`src/verilog/udp_pkg.sv`:
```
`default_nettype none

package udp_pkg;

	// Burst shape
	localparam int NBURST = 3;                      // Extra datagrams after the first
	localparam int BURST_W = $clog2(NBURST + 1);
	localparam logic [15:0] UDP_HDR_BYTES = 16'd8;  // Added to payload for length

	// Arbiter sizing
	localparam int N_CLIENTS = 2;
	localparam int CLIENT_W = (N_CLIENTS > 1) ? $clog2(N_CLIENTS) : 1;

	// Static responder ports
	localparam logic [15:0] PORT_STATIC_A = 16'hd001;
	localparam logic [15:0] PORT_STATIC_B = 16'hd002;

	typedef struct packed {
		logic [15:0] srcport;
		logic [15:0] dstport;
		logic [15:0] length;
		logic [15:0] checksum;
	} udp_hdr_t;

	// Receive side, hdr only valid with newhead
	typedef struct packed {
		logic        newhead;
		udp_hdr_t    hdr;
		logic [7:0]  data;
		logic        dven;
		logic        error;
	} udp_rx_t;

	// Transmit side, hdr held for the whole datagram
	typedef struct packed {
		udp_hdr_t    hdr;
		logic [7:0]  data;
		logic        dven;
		logic        error;
	} udp_tx_t;

endpackage

`default_nettype wire

```
`src/verilog/udp_static_responder.sv`:
```
`timescale 1ns/1ps
`default_nettype none

module udp_static_responder #(
	parameter logic [15:0] PORT = udp_pkg::PORT_STATIC_A
) (
	input  logic             clk,
	input  logic             reset,
	input  udp_pkg::udp_rx_t rx,
	input  logic [15:0]      nbyte,
	input  logic             ack,
	output logic             request,
	output udp_pkg::udp_tx_t tx
);

	import udp_pkg::*;

	typedef enum logic [1:0] {
		RX_IDLE,
		RX_DATA,
		RX_TAIL
	} rx_state_t;

	typedef enum logic [1:0] {
		TX_IDLE,
		TX_START,
		TX_DATA,
		TX_TAIL
	} tx_state_t;

	rx_state_t rx_state;
	tx_state_t tx_state;

	logic               burst_busy;   // From match until the last tail
	logic [BURST_W-1:0] burst_cnt;    // Datagrams still owed after this one
	logic [15:0]        byte_cnt;
	logic [7:0]         data_q;
	logic               dven_q;
	logic [15:0]        peer_port;    // Sender's source port
	logic               match;
	logic               last_byte;

	// Headers are only taken when nothing is in flight
	assign match = rx.newhead && (rx.hdr.dstport == PORT) &&
		(rx_state == RX_IDLE) && !burst_busy;

	assign last_byte = (byte_cnt == nbyte);

	// Receive side follows the datagram, payload itself is dropped
	always_ff @(posedge clk or posedge reset) begin
		if (reset) begin
			rx_state <= RX_IDLE;
		end else begin
			case (rx_state)
				RX_IDLE: begin
					if (match)
						rx_state <= RX_DATA;
				end
				RX_DATA: begin
					if (!rx.dven)
						rx_state <= RX_TAIL;   // dven fell, datagram over
				end
				RX_TAIL: begin
					rx_state <= RX_IDLE;
				end
				default: begin
					rx_state <= RX_IDLE;
				end
			endcase
		end
	end

	always_ff @(posedge clk) begin
		if (match)
			peer_port <= rx.hdr.srcport;
	end

	// Burst bookkeeping and request pulses
	always_ff @(posedge clk or posedge reset) begin
		if (reset) begin
			burst_busy <= 1'b0;
			burst_cnt  <= '0;
			request    <= 1'b0;
		end else begin
			request <= 1'b0;
			if (match) begin
				burst_busy <= 1'b1;
				burst_cnt  <= BURST_W'(NBURST);
				request    <= 1'b1;     // First request right after newhead
			end else if (tx_state == TX_TAIL) begin
				if (burst_cnt != '0) begin
					burst_cnt <= burst_cnt - 1'b1;
					request   <= 1'b1;
				end else begin
					burst_busy <= 1'b0;
				end
			end
		end
	end

	// Transmit FSM, one datagram per ack
	always_ff @(posedge clk or posedge reset) begin
		if (reset) begin
			tx_state <= TX_IDLE;
			dven_q   <= 1'b0;
			byte_cnt <= '0;
		end else begin
			case (tx_state)
				TX_IDLE: begin
					if (ack)
						tx_state <= TX_START;
				end
				TX_START: begin
					tx_state <= TX_DATA;
					dven_q   <= 1'b1;
					byte_cnt <= 16'd1;
				end
				TX_DATA: begin
					if (last_byte) begin
						tx_state <= TX_TAIL;
						dven_q   <= 1'b0;
					end else begin
						byte_cnt <= byte_cnt + 16'd1;
					end
				end
				TX_TAIL: begin
					tx_state <= TX_IDLE;
					byte_cnt <= '0;
				end
				default: begin
					tx_state <= TX_IDLE;
					dven_q   <= 1'b0;
				end
			endcase
		end
	end

	// Counting pattern, wraps at 256
	always_ff @(posedge clk) begin
		if (tx_state == TX_DATA && !last_byte)
			data_q <= byte_cnt[7:0];
		else
			data_q <= 8'd0;
	end

	always_comb begin
		tx.hdr.srcport  = PORT;         // Ports swapped for the reply
		tx.hdr.dstport  = peer_port;
		tx.hdr.length   = nbyte + UDP_HDR_BYTES;
		tx.hdr.checksum = 16'd0;
		tx.data         = data_q;
		tx.dven         = dven_q;
		tx.error        = 1'b0;
	end

	a_no_dven_idle: assert property (@(posedge clk) disable iff (reset)
		(tx_state == TX_IDLE) |-> !tx.dven);

	// Arbiter must never grant a request in its own cycle
	a_req_not_with_ack: assert property (@(posedge clk) disable iff (reset)
		!(request && ack));

endmodule

`default_nettype wire

```
`config.mk`:
```
export PLATFORM = sky130hd
export DESIGN_NAME = udp_static_responder
export DESIGN_NICKNAME = d
export VERILOG_FILES = /design/src/verilog/udp_pkg.sv /design/src/verilog/udp_static_responder.sv
export SDC_FILE = /design/constraint.sdc
export NUM_CORES = 1
export LEC_CHECK = 0
export BUFFER_PORTS_ARGS = -buffer_cell sky130_fd_sc_hd__buf_2
export CAP_MARGIN = 20
export CORE_UTILIZATION = 48
export DETAILED_ROUTE_END_ITERATION = 8
export PLACE_DENSITY = 0.87
export SLEW_MARGIN = 5
export SYNTH_ARGS = -nofsm -noshare
export SYNTH_HDL_FRONTEND = slang
export SYNTH_SLANG_ARGS = --single-unit
```
`constraint.sdc`:
```
create_clock -name clk -period 4.35 [get_ports clk]
set_clock_uncertainty 0.15 [all_clocks]
set_input_delay 0.6525 -clock clk [delete_from_list [all_inputs] [get_ports clk]]
set_output_delay 0.6525 -clock clk [all_outputs]
set_load 0.03 [all_outputs]
```
# [Word-level counts from Yosys, hierarchy flattened]
# Index checks and enable logic that the tools add are counted.
[word_totals] reg_bits=49 latch_bits=0 ram_bits=0 mem_bits_ro=0 word_cells=62 n_memories=0
[classes] addsub=3 mul=0 div=0 order_cmp=0 eq_ne=12 shift=0 n_mux=19 n_bitwise=0 n_reduce_logical=19
[op_table] cell="case mux 16 bit (3 select lines)" n=1
[op_table] cell="adder 16 x 1 -> 16 bit (second input constant)" n=1
[op_table] cell="adder 16 x 4 -> 16 bit (second input constant)" n=1
[op_table] cell="equality test 16 bit" n=1
[op_table] cell="equality test 16 bit (second input constant)" n=1
[op_table] cell="two-way mux 16 bit" n=1
[op_table] cell="two-way mux 2 bit" n=7
[op_table] cell="inequality test 2 bit (second input constant)" n=6
[op_table] cell="AND reduction 2 bit" n=6
[op_table] cell="case mux 2 bit (4 select lines)" n=1
[op_table] cell="nonzero test 2 bit" n=4
[op_table] cell="two-way mux 1 bit" n=7
[op_table] cell="equality test 2 x 1 -> 1 bit (second input constant)" n=2
[op_table] cell="equality test 2 bit (second input constant)" n=2
[op_table] cell="logical AND 1 bit" n=4
[op_table] cell="zero test 2 bit" n=2
[op_table] cell="case mux 2 bit (2 select lines)" n=1
[op_table] cell="nonzero test 3 bit" n=1
[op_table] cell="zero test 1 bit" n=2
[op_table] cell="case mux 1 bit (2 select lines)" n=1
[op_table] cell="subtractor 2 x 1 -> 2 bit (second input constant)" n=1

# [Logic depth before layout (Yosys ltp)]
[depth] depth_word=6 mapped_depth=8 depth_no_buf=6

# [Worst setup path before layout]
# OpenSTA, ideal clock, no wires.
[synth_path] path_kind="input to register" from="input rx[47] in the netlist's numbering" to="register peer_port[0], enable pin" setup_time_ns=0.364 arrival_time_ns=2.035 required_time_ns=3.836 path_slack_ns=1.801 path_stages=4 path_buffers=0 cell_sequence="or4b_2 -> nor3_1 -> nand3_1 -> inv_1"
[synth_via] elab_chain_len=4
[synth_lines] item="start, declared" line="udp_static_responder.sv:9" source="input udp_pkg::udp_rx_t rx,"
[synth_lines] item="equality test 16 bit" line="udp_static_responder.sv:44" source="assign match = rx.newhead && (rx.hdr.dstport == PORT) &&"
[synth_lines] item="logical AND 1 bit (2 in a row)" line="udp_static_responder.sv:44"
[synth_lines] item="logical AND 1 bit" line="udp_static_responder.sv:45" source="(rx_state == RX_IDLE) && !burst_busy;"
[synth_lines] item="net match" line="udp_static_responder.sv:40" source="logic match;"
[synth_lines] item="end signal, assigned" line="udp_static_responder.sv:75" source="peer_port <= rx.hdr.srcport;"
[synth_lines] item="end, declared" line="udp_static_responder.sv:39" source="logic [15:0] peer_port;"
# The timed path passes the listed nets, and every way through them passes these cells.
# A chain may end at the register's enable or synchronous reset.

==> insert_results.sql <==
INSERT INTO impl_metrics (metric_group, metric, value, unit) VALUES
('critical_path', 'source_of_the_worst_register_to_register_timing_path', 'tx_state[0]$_DFFE_PP0P_', ''),
('synth', 'synth_area', '2900', 'µm²'),
('floorplanning', 'initial_utilization', '51.1', '%'),
('grt', 'grt_pass1_wl', '9700', 'µm'),
('placement', 'gp_congestion', '0.843', ''),
('sta', 'slew_headroom', '36.1', '%'),
('placement', 'placedInstanceArea', '3230', 'µm²'),
('sta', 'final.setup.tns', '0', 'ns'),
('critical_path', 'timing_worst_setup_path_type', 'in -> out', ''),
('floorplanning', 'die-width', '79.7', 'µm'),
('sta', 'setup_viol', '0', ''),
('clock_network', 'cts_tree', 'built', ''),
('finish', 'post_route_cells_drive_above_1_share', '29.1', '%'),
('hold_path', 'timing.hold.worst_path_depth', '1', ''),
('placement', 'place.port_buffers', '94', ''),
('critical_path', 'worst-path-max-fanout', '5', ''),
('sta', 'timing.final.hold_violations', '0', ''),
('critical_path', 'cells_on_worst_reg2reg_path', '6', ''),
('clock_network', 'ctsHtreeMaxLevel', '2', ''),
('critical_path', 'critPathRequiredTime', '3.55', 'ns'),
('synth', 'syn-mean-instance-area', '9.56', 'µm²'),
('critical_path', 'worst_r2r_endpoint', 'byte_cnt[2]$_DFFE_PP0P_', ''),
('finish', 'num_antenna_cells', '0', ''),
('power_and_ir_drop', 'power.ir.vdd_worst', '200', 'µV'),
('finish', 'most-common-layout-cells', 'sky130_fd_sc_hd__buf_2, sky130_fd_sc_hd__nand2_1, sky130_fd_sc_hd__conb_1', ''),
('finish', 'most_common_cell_after_layout_fill_and_taps_aside', 'sky130_fd_sc_hd__buf_2', ''),
('hold_path', 'min-delay-start', 'rx_state[1]$_DFFE_PP0P_', ''),
('power_and_ir_drop', 'pwr_density_cell', '388', 'nW/µm²'),
('finish', 'layout.filler_cells', '497', ''),
('clock_network', 'clk_slew_on_worst_s_h_paths', '0.08', 'ns'),
('floorplanning', 'placement_rows', '27', ''),
('clock_network', 'clock_sinks', '49', ''),
('clock_network', 'post_cts_hold_buffer_count', '0', ''),
('routing', 'antenna_violating_nets_post_route', '0', ''),
('routing', 'first_pass_iters', '4', ''),
('floorplanning', 'die_height', '79.7', 'µm'),
('critical_path', 'start_kind', 'primary input', ''),
('routing', 'vias', '2412', ''),
('sta', 'final_min_period_over_clock_period', '59.1', '%'),
('critical_path', 'timing.critical_path.arrival', '1.77', 'ns'),
('sta', 'worst_pin_slew', '0.957', 'ns'),
('critical_path', 'cp_endpoint_kind', 'output pin', ''),
('sta', 'final_min_period', '2.57', 'ns'),
('sta', 'clock.fmax', '389', 'MHz'),
('finish', 'area_delta_synth_final', '14.6', '%'),
('clock_network', 'clock_path_buffers', '2', ''),
('sta', 'rsz0062_at_grt', 'no', ''),
('floorplanning', 'core_area', '5680', 'µm²'),
('routing', 'route.final.wire_length', '6060', 'µm'),
('floorplanning', 'dieArea', '6350', 'µm²'),
('grt', 'pin_count_of_the_biggest_net_entering_global_routing', '42', ''),
('synth', 'synth.yosys.seq_area_share', '43.7', '%'),
('routing', 'route.detailed.drc', '0', ''),
('placement', 'place_hpwl', '4650', 'µm'),
('sta', 'slew_violations', '0', ''),
('synth', 'synth.distinct_cells', '50', ''),
('clock_network', 'cts_made_buffers', '5', ''),
('clock_network', 'post_cts_resized', '0', ''),
('grt', 'first_global_vias', '2271', ''),
('power_and_ir_drop', 'power_leakage', '1.70', 'nW'),
('routing', 'detailed_router_s_first_iteration_violation_count', '173', ''),
('clock_network', 'clock_latency', '0.30', 'ns'),
('grt', 'globalRouteTotalUtil', '19.3', '%'),
('flow_run', 'max_cap_violations', '0', ''),
('status', 'status', 'complete, no violations', ''),
('routing', 'avgRoutedWirePerCell', '13.3', 'µm'),
('synth', 'number_of_flops_mapped_to_enable_cells_by_yosys', '16', ''),
('synth', 'asyncSetResetFlopFracSynth', '51.0', '%'),
('synth', 'ys.flop_type', 'sky130_fd_sc_hd__dfrtp_1', ''),
('finish', 'final_net_count', '485', ''),
('synth', 'ys.warnings.count', '0', ''),
('hold_path', 'whs_endpoint', 'rx_state[1]$_DFFE_PP0P_', ''),
('clock_network', 'postCtsSetupRepairBufs', '0', ''),
('finish', 'final_cell_area', '3320', 'µm²'),
('synth', 'synth-seq-cells', '49', ''),
('grt', 'antenna_found_initial', '0', ''),
('hold_path', 'hp-class', 'reg -> reg', ''),
('critical_path', 'internal_reg_to_reg_setup_slack', '1.84', 'ns'),
('synth', 'postSynthCellCount', '303', ''),
('grt', 'grt-ovfl-total', '0', ''),
('floorplanning', 'design.portCount', '169', ''),
('clock_network', 'clock_tree.root_cell', 'sky130_fd_sc_hd__clkbuf_8', ''),
('routing', 'vias_per_cell', '5.28', '');
-- report_power, final --
group | internal, mW | switching, mW
combinational | 0.150 | 0.313
clock | 0.113 | 0.147
sequential | 0.521 | 0.0439
total | 0.784 | 0.504
-- worst max-delay path by stage --
stage / start / to / slack, ns
floorplan: rx[47] / peer_port[0]$_DFFE_PP_ / 1.80
global placement: rx[47] / peer_port[1]$_DFFE_PP_ / 1.52
detailed placement: rx[47] / peer_port[11]$_DFFE_PP_ / 1.48
CTS: nbyte[3] / tx[39] / 1.79
global route: nbyte[3] / tx[39] / 1.68
finish: nbyte[3] / tx[39] / 1.78
-- through the flow --
step | std cells | hold slack [ns] | power [mW] | setup WS [ns] | utilization [%]
2_1_floorplan | 334 | 0.270 | 0.932 | 1.80 | -
3_3_place_gp | 449 | 0.285 | 1.01 | 1.52 | 57.0
3_5_place_dp | 449 | 0.297 | 1.03 | 1.48 | 57.0
4_1_cts | 457 | 0.309 | 1.29 | 1.79 | 58.5
5_1_grt | 457 | 0.325 | 1.36 | 1.68 | 58.5
6_report | 457 | 0.305 | 1.29 | 1.78 | 58.5
-- cell usage after synthesis (2+ instances only) --
library cell / instances / area (µm²)
sky130_fd_sc_hd__edfxtp_1: 16 / 480
sky130_fd_sc_hd__buf_4: 38 / 285
sky130_fd_sc_hd__ha_1: 7 / 87.6
sky130_fd_sc_hd__o211ai_1: 2 / 15.0
sky130_fd_sc_hd__and4_1: 3 / 26.3
sky130_fd_sc_hd__a211o_1: 2 / 17.5
sky130_fd_sc_hd__a31o_2: 4 / 35.0
sky130_fd_sc_hd__buf_2: 5 / 25.0
sky130_fd_sc_hd__nor3_1: 6 / 30.0
sky130_fd_sc_hd__nor4_1: 5 / 31.3
sky130_fd_sc_hd__nand4_1: 5 / 31.3
sky130_fd_sc_hd__dfxtp_1: 8 / 160
sky130_fd_sc_hd__xor2_1: 19 / 166
sky130_fd_sc_hd__nand2b_1: 2 / 12.5
sky130_fd_sc_hd__a21o_1: 3 / 22.5
sky130_fd_sc_hd__a21oi_1: 2 / 10.0
sky130_fd_sc_hd__dfrtp_1: 25 / 626
sky130_fd_sc_hd__nand2_1: 33 / 124
sky130_fd_sc_hd__a31oi_1: 2 / 12.5
sky130_fd_sc_hd__nor4b_1: 2 / 17.5
sky130_fd_sc_hd__a32oi_1: 2 / 17.5
sky130_fd_sc_hd__nor4_2: 2 / 25.0
sky130_fd_sc_hd__conb_1: 2 / 7.51
sky130_fd_sc_hd__nor2_1: 13 / 48.8
sky130_fd_sc_hd__nand3_1: 24 / 120
sky130_fd_sc_hd__a32o_1: 2 / 20.0
sky130_fd_sc_hd__xnor2_1: 9 / 78.8
sky130_fd_sc_hd__and3_1: 19 / 119
sky130_fd_sc_hd__inv_1: 12 / 45.0
sky130_fd_sc_hd__clkbuf_1: 9 / 33.8
-- layout make-up --
cell class / instances / area (µm²) / share of cell area [%]
Sequential cell: 49 / 1270 / 38.1
Timing Repair Buffer: 96 / 485 / 14.6
Inverter: 12 / 45.0 / 1.36
Tap cell: 72 / 90.1 / 2.71
Clock inverter: 2 / 15.0 / 0.452
Clock buffer: 6 / 72.6 / 2.18
Multi-Input combinational cell: 220 / 1350 / 40.6
-- critical path, cell delays in order --
cell,delay [ns]
sky130_fd_sc_hd__buf_2,0.13
sky130_fd_sc_hd__ha_1,0.21
sky130_fd_sc_hd__and3_1,0.28
sky130_fd_sc_hd__nand3_1,0.14
sky130_fd_sc_hd__xnor2_1,0.14
sky130_fd_sc_hd__buf_2,0.21
-- cell families (layout without fill, tap and decap cells) --
group,after synthesis,count (layout),share of synthesized area (%)
mux,1,1,0.345
other cells,2,33,0.259
compound gates,30,30,8.33
xor+xnor,28,28,8.46
simple gates,121,121,22.1
fa+ha+maj,7,7,3.02
buf+inv,65,116,13.8
flops,49,49,43.7
-- registers in the layout, summed over array words and instances, names as in the netlist --
| signal | cells |
|---|---|
| byte_cnt | 16 |
| burst_cnt | 2 |
| tx_state | 2 |
| rx_state | 2 |
| data_q | 8 |
| request | 1 |
| peer_port | 16 |
| burst_busy | 1 |
| dven_q | 1 |
-- per-layer routing --
layer | track usage, % | routed length, µm | vias up
met5 | 0 | 0 | -
met4 | 8.91 | 127 | 0
met3 | 5.94 | 502 | 15
met2 | 33.2 | 3070 | 120
met1 | 21.7 | 2360 | 1127
li1 | - | - | 1150
Power figures use the tool's default switching activity.
